==> src/rtl/jtagDtmPkg.sv <==
/*
 Shared widths, codes and types for the RISC-V JTAG debug transport.
 Address width is fixed at 5 bits and data at 34 bits.
 The TAP state encoding follows the usual 0 to 15 ordering.
*/

package jtagDtmPkg;

   //------------------------------------------------------------
   // Widths
   localparam int IR_BITS        = 5;
   localparam int OP_BITS        = 2;    // Op and response code share a width
   localparam int DBUS_ADDR_BITS = 5;
   localparam int DBUS_DATA_BITS = 34;
   localparam int DBUS_REQ_BITS  = OP_BITS + DBUS_DATA_BITS + DBUS_ADDR_BITS;
   localparam int DBUS_RESP_BITS = OP_BITS + DBUS_DATA_BITS;
   localparam int DBUSRESET_BIT  = 16;   // Write-only bit in DTMINFO

   //------------------------------------------------------------
   // Types
   typedef logic [IR_BITS-1:0]        irT;
   typedef logic [OP_BITS-1:0]        opT;
   typedef logic [DBUS_ADDR_BITS-1:0] dbusAddrT;
   typedef logic [DBUS_DATA_BITS-1:0] dbusDataT;
   typedef logic [DBUS_REQ_BITS-1:0]  dbusReqT;   // {addr, data, op}
   typedef logic [DBUS_RESP_BITS-1:0] dbusRespT;  // {data, resp}
   typedef logic [31:0]               word32T;

   typedef enum logic [3:0] {
      TEST_LOGIC_RESET, RUN_TEST_IDLE, SELECT_DR, CAPTURE_DR,
      SHIFT_DR, EXIT1_DR, PAUSE_DR, EXIT2_DR,
      UPDATE_DR, SELECT_IR, CAPTURE_IR, SHIFT_IR,
      EXIT1_IR, PAUSE_IR, EXIT2_IR, UPDATE_IR
   } tapStateT;

   //------------------------------------------------------------
   // Instruction codes and constants
   localparam irT IR_IDCODE  = 5'b00001;
   localparam irT IR_DTMINFO = 5'b10000;
   localparam irT IR_DBUS    = 5'b10001;
   localparam irT IR_BYPASS  = 5'b11111;   // Unknown codes act the same

   localparam word32T IDCODE_VALUE = {4'h1, 16'h0E31, 11'h489, 1'b1};
   localparam logic [3:0] DEBUG_VERSION    = 4'd0;
   localparam logic [2:0] DBUS_IDLE_CYCLES = 3'd5;   // Hint only

   localparam opT OP_NOP    = 2'b00;
   localparam opT RESP_BUSY = 2'b11;

endpackage

==> src/rtl/tapController.sv <==
/*
 IEEE 1149.1 TAP state machine with one-hot style state strobes.
 TRST forces TEST_LOGIC_RESET asynchronously.
 Five TCK edges with TMS high reach TEST_LOGIC_RESET from any state.
*/
`timescale 1ns/10ps

module tapController
   import jtagDtmPkg::*;
(
   input  logic jtag_TCK,
   input  logic jtag_TRST,
   input  logic i_tms,
   output logic o_testLogicReset,
   output logic o_captureIr,
   output logic o_shiftIr,
   output logic o_updateIr,
   output logic o_captureDr,
   output logic o_shiftDr,
   output logic o_updateDr
);

   tapStateT tapState;
   tapStateT nextState;

   //------------------------------------------------------------
   // Transition table
   always_comb begin
      nextState = tapState;
      case (tapState)
         TEST_LOGIC_RESET: nextState = i_tms ? TEST_LOGIC_RESET : RUN_TEST_IDLE;
         RUN_TEST_IDLE:    nextState = i_tms ? SELECT_DR        : RUN_TEST_IDLE;
         SELECT_DR:        nextState = i_tms ? SELECT_IR        : CAPTURE_DR;
         CAPTURE_DR:       nextState = i_tms ? EXIT1_DR         : SHIFT_DR;
         SHIFT_DR:         nextState = i_tms ? EXIT1_DR         : SHIFT_DR;
         EXIT1_DR:         nextState = i_tms ? UPDATE_DR        : PAUSE_DR;
         PAUSE_DR:         nextState = i_tms ? EXIT2_DR         : PAUSE_DR;
         EXIT2_DR:         nextState = i_tms ? UPDATE_DR        : SHIFT_DR;
         UPDATE_DR:        nextState = i_tms ? SELECT_DR        : RUN_TEST_IDLE;
         SELECT_IR:        nextState = i_tms ? TEST_LOGIC_RESET : CAPTURE_IR;
         CAPTURE_IR:       nextState = i_tms ? EXIT1_IR         : SHIFT_IR;
         SHIFT_IR:         nextState = i_tms ? EXIT1_IR         : SHIFT_IR;
         EXIT1_IR:         nextState = i_tms ? UPDATE_IR        : PAUSE_IR;
         PAUSE_IR:         nextState = i_tms ? EXIT2_IR         : PAUSE_IR;
         EXIT2_IR:         nextState = i_tms ? UPDATE_IR        : SHIFT_IR;
         UPDATE_IR:        nextState = i_tms ? SELECT_DR        : RUN_TEST_IDLE;
         default:          nextState = TEST_LOGIC_RESET;
      endcase
   end

   always_ff @(posedge jtag_TCK or posedge jtag_TRST) begin
      if (jtag_TRST) begin
         tapState <= TEST_LOGIC_RESET;
      end else begin
         tapState <= nextState;
      end
   end

   //------------------------------------------------------------
   // State strobes
   assign o_testLogicReset = (tapState == TEST_LOGIC_RESET);
   assign o_captureIr      = (tapState == CAPTURE_IR);
   assign o_shiftIr        = (tapState == SHIFT_IR);
   assign o_updateIr       = (tapState == UPDATE_IR);
   assign o_captureDr      = (tapState == CAPTURE_DR);
   assign o_shiftDr        = (tapState == SHIFT_DR);
   assign o_updateDr       = (tapState == UPDATE_DR);

   // X on TMS would otherwise spread silently into every strobe
   stateKnown: assert property (@(posedge jtag_TCK) disable iff (jtag_TRST)
      !$isunknown(tapState));

endmodule

==> src/rtl/instructionReg.sv <==
/*
 5-bit instruction register, loaded on the falling edge of TCK.
 Returns to IDCODE in TEST_LOGIC_RESET and at TRST.
 Unknown codes select BYPASS, which is all selects low.
*/
`timescale 1ns/10ps

module instructionReg
   import jtagDtmPkg::*;
(
   input  logic    jtag_TCK,
   input  logic    jtag_TRST,
   input  logic    i_testLogicReset,
   input  logic    i_updateIr,
   input  dbusReqT i_shiftData,
   output logic    o_selIdcode,
   output logic    o_selDtmInfo,
   output logic    o_selDbus
);

   irT irReg;

   always_ff @(negedge jtag_TCK or posedge jtag_TRST) begin
      if (jtag_TRST) begin
         irReg <= IR_IDCODE;
      end else if (i_testLogicReset) begin
         irReg <= IR_IDCODE;
      end else if (i_updateIr) begin
         irReg <= i_shiftData[IR_BITS-1:0];   // Low bits hold the shifted IR
      end
   end

   // Instruction decode
   always_comb begin
      o_selIdcode  = 1'b0;
      o_selDtmInfo = 1'b0;
      o_selDbus    = 1'b0;
      case (irReg)
         IR_IDCODE:  o_selIdcode  = 1'b1;
         IR_DTMINFO: o_selDtmInfo = 1'b1;
         IR_DBUS:    o_selDbus    = 1'b1;
         IR_BYPASS:  ;                        // Bypass register
         default:    ;
      endcase
   end

endmodule

==> src/rtl/dtmShiftPath.sv <==
/*
 Shared capture/shift register for the IR and all data registers.
 Captures and shifts on the rising edge; TDO updates on the falling edge.
 Shorter registers use the low bits of the 41-bit shift register.
*/
`timescale 1ns/10ps

module dtmShiftPath
   import jtagDtmPkg::*;
(
   input  logic       jtag_TCK,
   input  logic       jtag_TRST,
   input  logic       i_tdi,
   input  logic       i_captureIr,
   input  logic       i_shiftIr,
   input  logic       i_captureDr,
   input  logic       i_shiftDr,
   input  logic       i_selIdcode,
   input  logic       i_selDtmInfo,
   input  logic       i_selDbus,
   input  dbusReqT    i_captureWord,
   input  logic [1:0] i_dbusStatus,
   output dbusReqT    o_shiftData,
   output logic       o_tdo,
   output logic       o_tdoEnable
);

   localparam int PAD32 = DBUS_REQ_BITS - 32;

   dbusReqT shiftReg;
   word32T  dtmInfo;
   dbusReqT drCapture;
   dbusReqT drShift;

   //------------------------------------------------------------
   // DTMINFO word
   assign dtmInfo = {16'b0,                   // dbusreset reads back as 0
                     3'b0,
                     DBUS_IDLE_CYCLES,
                     i_dbusStatus,
                     4'(DBUS_ADDR_BITS),
                     DEBUG_VERSION};

   // Capture source for the selected data register
   always_comb begin
      if (i_selIdcode) begin
         drCapture = {{PAD32{1'b0}}, IDCODE_VALUE};
      end else if (i_selDtmInfo) begin
         drCapture = {{PAD32{1'b0}}, dtmInfo};
      end else if (i_selDbus) begin
         drCapture = i_captureWord;
      end else begin
         drCapture = '0;                      // Bypass
      end
   end

   // TDI entry point depends on register length
   always_comb begin
      if (i_selIdcode || i_selDtmInfo) begin
         drShift = {{PAD32{1'b0}}, i_tdi, shiftReg[31:1]};
      end else if (i_selDbus) begin
         drShift = {i_tdi, shiftReg[DBUS_REQ_BITS-1:1]};
      end else begin
         drShift = {{(DBUS_REQ_BITS-1){1'b0}}, i_tdi};   // One-bit bypass
      end
   end

   //------------------------------------------------------------
   // Shift register
   always_ff @(posedge jtag_TCK or posedge jtag_TRST) begin
      if (jtag_TRST) begin
         shiftReg <= '0;
      end else begin
         if (i_captureIr) begin
            shiftReg <= {{(DBUS_REQ_BITS-1){1'b0}}, 1'b1};
         end else if (i_shiftIr) begin
            shiftReg <= {{(DBUS_REQ_BITS-IR_BITS){1'b0}}, i_tdi, shiftReg[IR_BITS-1:1]};
         end else if (i_captureDr) begin
            shiftReg <= drCapture;
         end else if (i_shiftDr) begin
            shiftReg <= drShift;
         end
      end
   end

   assign o_shiftData = shiftReg;

   //------------------------------------------------------------
   // TDO and its output enable
   always_ff @(negedge jtag_TCK or posedge jtag_TRST) begin
      if (jtag_TRST) begin
         o_tdo       <= 1'b0;
         o_tdoEnable <= 1'b0;
      end else if (i_shiftIr || i_shiftDr) begin
         o_tdo       <= shiftReg[0];
         o_tdoEnable <= 1'b1;
      end else begin
         o_tdo       <= 1'b0;           // Quiet outside shift states
         o_tdoEnable <= 1'b0;
      end
   end

endmodule

==> src/rtl/dbusAccess.sv <==
/*
 Debug bus access logic with busy and sticky error tracking.
 Only one transaction may be in flight. The debug module must hold
 its response until it is taken in CAPTURE_DR, and must treat a request
 as accepted only at an edge outside UPDATE_DR.
*/
`timescale 1ns/10ps

module dbusAccess
   import jtagDtmPkg::*;
(
   input  logic       jtag_TCK,
   input  logic       jtag_TRST,
   input  logic       i_captureDr,
   input  logic       i_updateDr,
   input  logic       i_selDbus,
   input  logic       i_selDtmInfo,
   input  dbusReqT    i_shiftData,
   input  logic       i_dmReqReady,
   input  logic       i_dmRespValid,
   input  dbusRespT   i_dmRespBits,
   output dbusReqT    o_captureWord,
   output logic [1:0] o_dbusStatus,
   output logic       o_dmReqValid,
   output dbusReqT    o_dmReqBits,
   output logic       o_dmRespReady
);

   logic busyReg;          // Request sent and no response taken yet
   logic stickyBusy;
   logic stickyErr;
   logic skipOp;           // Decided in CAPTURE_DR, used in UPDATE_DR
   logic downgradeOp;
   logic busy;
   logic nonzeroResp;
   logic dbusReset;

   dbusAddrT reqAddr;
   dbusDataT respData;
   opT       respCode;

   //------------------------------------------------------------
   // Decision terms, meaningful in CAPTURE_DR only
   assign respCode    = i_dmRespBits[OP_BITS-1:0];
   assign respData    = i_dmRespBits[DBUS_RESP_BITS-1:OP_BITS];
   assign reqAddr     = o_dmReqBits[DBUS_REQ_BITS-1 -: DBUS_ADDR_BITS];
   assign busy        = (busyReg & ~i_dmRespValid) | stickyBusy;
   assign nonzeroResp = (i_dmRespValid & (|respCode)) | stickyErr;
   assign dbusReset   = i_shiftData[DBUSRESET_BIT];

   assign o_captureWord = busy ? {{(DBUS_REQ_BITS-OP_BITS){1'b0}}, RESP_BUSY}
                               : {reqAddr, respData, respCode};
   assign o_dbusStatus  = {stickyErr, stickyErr | stickyBusy};
   assign o_dmRespReady = i_captureDr & i_selDbus & i_dmRespValid;

   //------------------------------------------------------------
   // Outstanding request tracking
   always_ff @(posedge jtag_TCK or posedge jtag_TRST) begin
      if (jtag_TRST) begin
         busyReg <= 1'b0;
      end else if (o_dmReqValid) begin
         busyReg <= 1'b1;
      end else if (o_dmRespReady) begin
         busyReg <= 1'b0;     // Response taken in CAPTURE_DR
      end
   end

   // Skip, downgrade and sticky flags
   always_ff @(posedge jtag_TCK or posedge jtag_TRST) begin
      if (jtag_TRST) begin
         skipOp      <= 1'b0;
         downgradeOp <= 1'b0;
         stickyBusy  <= 1'b0;
         stickyErr   <= 1'b0;
      end else if (i_selDbus) begin
         if (i_captureDr) begin
            skipOp      <= busy;
            downgradeOp <= ~busy & nonzeroResp;
            stickyBusy  <= busy;
            stickyErr   <= nonzeroResp;
         end else if (i_updateDr) begin
            skipOp      <= 1'b0;
            downgradeOp <= 1'b0;
         end
      end else if (i_selDtmInfo && i_updateDr && dbusReset) begin
         stickyBusy <= 1'b0;                  // dbusreset
         stickyErr  <= 1'b0;
      end
   end

   //------------------------------------------------------------
   // Request register
   always_ff @(posedge jtag_TCK or posedge jtag_TRST) begin
      if (jtag_TRST) begin
         o_dmReqValid <= 1'b0;
         o_dmReqBits  <= '0;
      end else if (i_updateDr) begin
         if (i_selDbus && !skipOp) begin
            o_dmReqValid <= 1'b1;
            o_dmReqBits  <= downgradeOp ? {dbusAddrT'(0), dbusDataT'(0), OP_NOP}
                                        : i_shiftData;
         end
      end else if (i_dmReqReady) begin
         o_dmReqValid <= 1'b0;
      end
   end

   reqStable: assert property (@(posedge jtag_TCK) disable iff (jtag_TRST)
      o_dmReqValid && !i_dmReqReady |=> o_dmReqValid && $stable(o_dmReqBits));

   // A response is only taken for a request that was sent
   respForRequest: assert property (@(posedge jtag_TCK) disable iff (jtag_TRST)
      o_dmRespReady |-> busyReg);

endmodule

==> src/rtl/jtagDtm.sv <==
/*
 RISC-V JTAG debug transport module, top level.
 Debug bus request and response run on jtag_TCK with valid/ready.
 o_tdoEnable drives an external tri-state buffer for TDO.
*/
`timescale 1ns/10ps

module jtagDtm
   import jtagDtmPkg::*;
(
   input  logic     jtag_TCK,
   input  logic     jtag_TRST,
   input  logic     i_tms,
   input  logic     i_tdi,
   output logic     o_tdo,
   output logic     o_tdoEnable,
   output logic     o_dmReqValid,
   input  logic     i_dmReqReady,
   output dbusReqT  o_dmReqBits,
   input  logic     i_dmRespValid,
   output logic     o_dmRespReady,
   input  dbusRespT i_dmRespBits
);

   // TAP strobes
   logic testLogicReset;
   logic captureIr;
   logic shiftIr;
   logic updateIr;
   logic captureDr;
   logic shiftDr;
   logic updateDr;

   // Register selects
   logic selIdcode;
   logic selDtmInfo;
   logic selDbus;

   dbusReqT    shiftData;
   dbusReqT    captureWord;
   logic [1:0] dbusStatus;

   //------------------------------------------------------------
   tapController tapCtrl_i (
      .jtag_TCK        (jtag_TCK),
      .jtag_TRST       (jtag_TRST),
      .i_tms           (i_tms),
      .o_testLogicReset(testLogicReset),
      .o_captureIr     (captureIr),
      .o_shiftIr       (shiftIr),
      .o_updateIr      (updateIr),
      .o_captureDr     (captureDr),
      .o_shiftDr       (shiftDr),
      .o_updateDr      (updateDr)
   );

   instructionReg instrReg_i (
      .jtag_TCK        (jtag_TCK),
      .jtag_TRST       (jtag_TRST),
      .i_testLogicReset(testLogicReset),
      .i_updateIr      (updateIr),
      .i_shiftData     (shiftData),
      .o_selIdcode     (selIdcode),
      .o_selDtmInfo    (selDtmInfo),
      .o_selDbus       (selDbus)
   );

   dtmShiftPath shiftPath_i (
      .jtag_TCK     (jtag_TCK),
      .jtag_TRST    (jtag_TRST),
      .i_tdi        (i_tdi),
      .i_captureIr  (captureIr),
      .i_shiftIr    (shiftIr),
      .i_captureDr  (captureDr),
      .i_shiftDr    (shiftDr),
      .i_selIdcode  (selIdcode),
      .i_selDtmInfo (selDtmInfo),
      .i_selDbus    (selDbus),
      .i_captureWord(captureWord),
      .i_dbusStatus (dbusStatus),
      .o_shiftData  (shiftData),
      .o_tdo        (o_tdo),
      .o_tdoEnable  (o_tdoEnable)
   );

   dbusAccess dbusAccess_i (
      .jtag_TCK     (jtag_TCK),
      .jtag_TRST    (jtag_TRST),
      .i_captureDr  (captureDr),
      .i_updateDr   (updateDr),
      .i_selDbus    (selDbus),
      .i_selDtmInfo (selDtmInfo),
      .i_shiftData  (shiftData),
      .i_dmReqReady (i_dmReqReady),
      .i_dmRespValid(i_dmRespValid),
      .i_dmRespBits (i_dmRespBits),
      .o_captureWord(captureWord),
      .o_dbusStatus (dbusStatus),
      .o_dmReqValid (o_dmReqValid),
      .o_dmReqBits  (o_dmReqBits),
      .o_dmRespReady(o_dmRespReady)
   );

endmodule

==> config.mk <==
export PLATFORM = sky130hd
export DESIGN_NAME = jtagDtm
export DESIGN_NICKNAME = d
export VERILOG_FILES = /design/src/rtl/jtagDtmPkg.sv /design/src/rtl/tapController.sv /design/src/rtl/instructionReg.sv /design/src/rtl/dtmShiftPath.sv /design/src/rtl/dbusAccess.sv /design/src/rtl/jtagDtm.sv
export SDC_FILE = /design/constraint.sdc
export NUM_CORES = 1
export LEC_CHECK = 0
export BUFFER_PORTS_ARGS = -buffer_cell sky130_fd_sc_hd__buf_2
export CAP_MARGIN = 20
export CORE_UTILIZATION = 43
export CTS_BUF_LIST = sky130_fd_sc_hd__clkbuf_16
export DETAILED_ROUTE_END_ITERATION = 10
export GPL_TIMING_DRIVEN = 0
export HOLD_SLACK_MARGIN = 0.02
export PLACE_DENSITY = 0.74
export SLEW_MARGIN = 20
export SYNTH_ARGS = -nofsm -noshare
export SYNTH_HDL_FRONTEND = slang
export SYNTH_SLANG_ARGS = --single-unit
==> constraint.sdc <==
create_clock -name jtag_TCK -period 3.15 [get_ports jtag_TCK]
set_input_delay 0.1575 -clock jtag_TCK [delete_from_list [all_inputs] [get_ports jtag_TCK]]
set_output_delay 0.1575 -clock jtag_TCK [all_outputs]
set_load 0.1 [all_outputs]
==> results.json <==
{
  "tritoncts": "built",
  "grt_pass1_vias": 4583,
  "vdd_drop_max_uv": 377,
  "first_pass_iters": 5,
  "globalplace.congestion": 0.867,
  "cts_max_level": 3,
  "drv_cap": 0,
  "dr_wl_met2_um": 7770,
  "synth-seq-cells": 99,
  "num_io_pins": 87,
  "synthFlopType": "dfrtp_1",
  "synth-xor-area-share": 0.00537,
  "slew_violations": 0,
  "critPathCaptureType": "flop",
  "die_w_um": 109,
  "power_w": 0.00515,
  "stdcell_count": 810,
  "start_kind": "flop",
  "muxShareOfSynthArea": 0,
  "timing.final.ws_setup_ps": -373,
  "required_ps": 3430,
  "wire_per_inst_um": 19.3,
  "grt_first_pass_wirelength_um": 22900,
  "seqPwrFrac": 0.346,
  "yosys-top-cells-count": "nand2_1, dfrtp_1, nand2b_1, o21ai_0, o21ai_1",
  "wl_met3_um": 972,
  "place_ws_ps": -626,
  "synth-edff-count": 0,
  "finalWirelength_um": 15600,
  "antenna_found_initial": 0,
  "num-nets-final": 707,
  "crit_path_max_fanout": 5,
  "finalSetupViolCount": 85,
  "worstSetupPathType": "reg2reg",
  "synth-simple-area-share": 0.202,
  "area_delta_synth_final_pct": 44.3,
  "regToRegSetupSlack_ps": -370,
  "grt_max_degree": 34,
  "slew_headroom": 0.240,
  "clk_pin_slew_ps": 70,
  "synthAdderAreaFrac": 0,
  "netlist_instances": 536,
  "cp.arrival_ps": 3800,
  "yosysMostFrequentCell": "nand2_1",
  "tightestPinTransition_ps": 1130,
  "drc": 0,
  "postRouteAntennaNets": 0,
  "initial_core_util": 0.446,
  "rsz0062_at_grt": "yes",
  "dp_hpwl_um": 9520,
  "clock_power_share": 0.214,
  "syn_area_um2": 4890,
  "drt_iter0_drc": 383,
  "clkSinkCount": 99,
  "pwr-share-comb": 0.440,
  "num_vias": 4744,
  "violations": "setup timing",
  "synth_fp_nets": 578,
  "p_int_w": 0.00302,
  "met1Wirelength_um": 6300,
  "timing.setup.tns_ps": -23490,
  "fin_worst_skew_ps": 58.1,
  "hold-worst-slack_ps": 31.0,
  "holdCritPathClass": "in2reg",
  "cts_buffers": 9,
  "p_leak_nw": 3.23,
  "vias_per_cell": 5.86,
  "timing.final.hold_violations": 0,
  "die_h_um": 109,
  "post-synth-top-area-cell": "dfrtp_1",
  "status": "finished with violations",
  "synth_top_area_share": 0.470,
  "avgSynthCellArea_um2": 9.13,
  "synthArstFlopShare": 1.00,
  "diodes": 0,
  "synth_top_family_by_area": "compound AO/OA/AOI/OAI gates",
  "synth_cell_type_count": 57,
  "switchingPower_w": 0.00214,
  "die_area_um2": 11800,
  "port_buffers": 86,
  "top_layer": "met4",
  "cts_root_buf": "clkbuf_16",
  "dp_cells": 765,
  "power_density_nw_per_um2": 729,
  "grt_overflow": 0,
  "p_sw_frac": 0.415,
  "synth_warnings": 0,
  "clk-insertion-delay-late_ps": 400,
  "post_route_cells_drive_above_1_share": 0.445,
  "ys_seq_area_frac": 0.506,
  "coreArea_um2": 11000,
  "ys_top_cells_by_area": "dfrtp_1, nand2_1, nand2b_1",
  "synth_compound_area_frac": 0.223,
  "rows": 38,
  "track_usage": 0.258,
  "clockBufferDepth": 2
}
-- cells by family after synthesis --
logic type             count (synthesis)
AND/OR/NAND/NOR                      198
AO/OA/AOI/OAI                        173
flip-flops                            99
buffers and inverters                 63
XOR/XNOR                               3
-- layer usage --
layer  global-route usage  vias to the layer above
met2                0.429                      213
li1                     -                     2151
met4                0.110                        0
met5                    0                        -
met1                0.326                     2332
met3               0.0514                       48
-- worst paths after layout --
check,from,endpoint,cells past startpoint
max in group asynchronous,jtag_TRST,instrReg_i.irReg[0]$_DFFE_NP1P_,5
worst min-delay path,i_dmRespBits[18],shiftPath_i.o_shiftData[18]$_DFFE_PP0P_,3
worst min register to register,dbusAccess_i.o_dmReqBits[1]$_DFFE_PP0P_,dbusAccess_i.o_dmReqBits[1]$_DFFE_PP0P_,2
min in group asynchronous,jtag_TRST,dbusAccess_i.o_dmReqBits[25]$_DFFE_PP0P_,3
worst max register to register,instrReg_i.irReg[0]$_DFFE_NP1P_,shiftPath_i.o_shiftData[13]$_DFFE_PP0P_,7
worst max-delay path,instrReg_i.irReg[0]$_DFFE_NP1P_,shiftPath_i.o_shiftData[13]$_DFFE_PP0P_,7
-- worst max-delay path, cell delays in order, from the launching register on --
cell and delay, ps:
dfstp_2 570, or4b_4 510, buf_4 170, nor4_4 130
buf_6 170, buf_8 150, nand2_4 60, nand2_2 70
-- metrics by stage --
stage | cell area [µm²] | util
after floorplan | 4980 | -
after global placement | 5580 | 0.508
after detailed placement | 5650 | 0.515
after CTS | 6660 | 0.606
after global routing | 7060 | 0.643
final | 7060 | 0.643
-- cell usage in the layout (no fill, tap or decap), types with 6 or more instances in the layout --
cell	n
a22oi_1	24
nor2_1	10
nand2_4	34
o31ai_1	14
nand2_1	41
dfrtn_1	6
buf_8	8
o21ai_1	16
o21ai_0	13
buf_6	11
inv_1	20
nand2b_1	44
clkbuf_1	15
dfrtp_1	91
buf_12	10
a21oi_1	17
clkbuf_16	12
buf_4	9
nand2_2	30
o21ai_2	41
nand3_1	6
buf_2	90
a22oi_2	7
-- registers in the layout, indices dropped and copies added (netlist names) --
| signal | count |
|---|---|
| dbusAccess_i.skipOp | 1 |
| dbusAccess_i.stickyErr | 1 |
| shiftPath_i.o_tdoEnable | 1 |
| dbusAccess_i.busyReg | 1 |
| dbusAccess_i.o_dmReqValid | 1 |
| tapCtrl_i.tapState | 4 |
| dbusAccess_i.downgradeOp | 1 |
| dbusAccess_i.o_dmReqBits | 41 |
| dbusAccess_i.stickyBusy | 1 |
| shiftPath_i.o_tdo | 1 |
| instrReg_i.irReg | 5 |
| shiftPath_i.o_shiftData | 41 |
-- timing repair --
action | in CTS | in global routing
resized for setup | 115 | 112
pin swaps | 50 | 45
hold buffers | 5 | 0
setup buffers | 15 | 5
cloned | 8 | 3
endpoints found under the hold margin | 19 | 0
setup endpoints to repair | 91 | 92
-- cell type report --
class | count | area, µm²
fill | 817 | 3920
multi-input combinational | 374 | 2760
inverter | 19 | 75.1
clock inverter | 8 | 63.8
buffer | 40 | 324
tap | 140 | 175
sequential | 99 | 2480
clock buffer | 9 | 225
timing repair buffer | 121 | 956
-- power groups by stage --
stage	clock (W)	sequential, W	combinational (W)
finish	0.00110	0.00178	0.00227
global route	0.00116	0.00181	0.00243
CTS	0.00110	0.00175	0.00205
detailed placement	0.00000397	0.00176	0.00187
global placement	0.00000397	0.00175	0.00182
floorplan	0.00000397	0.00179	0.00136
Note: power is estimated with default switching activity, not from simulation.
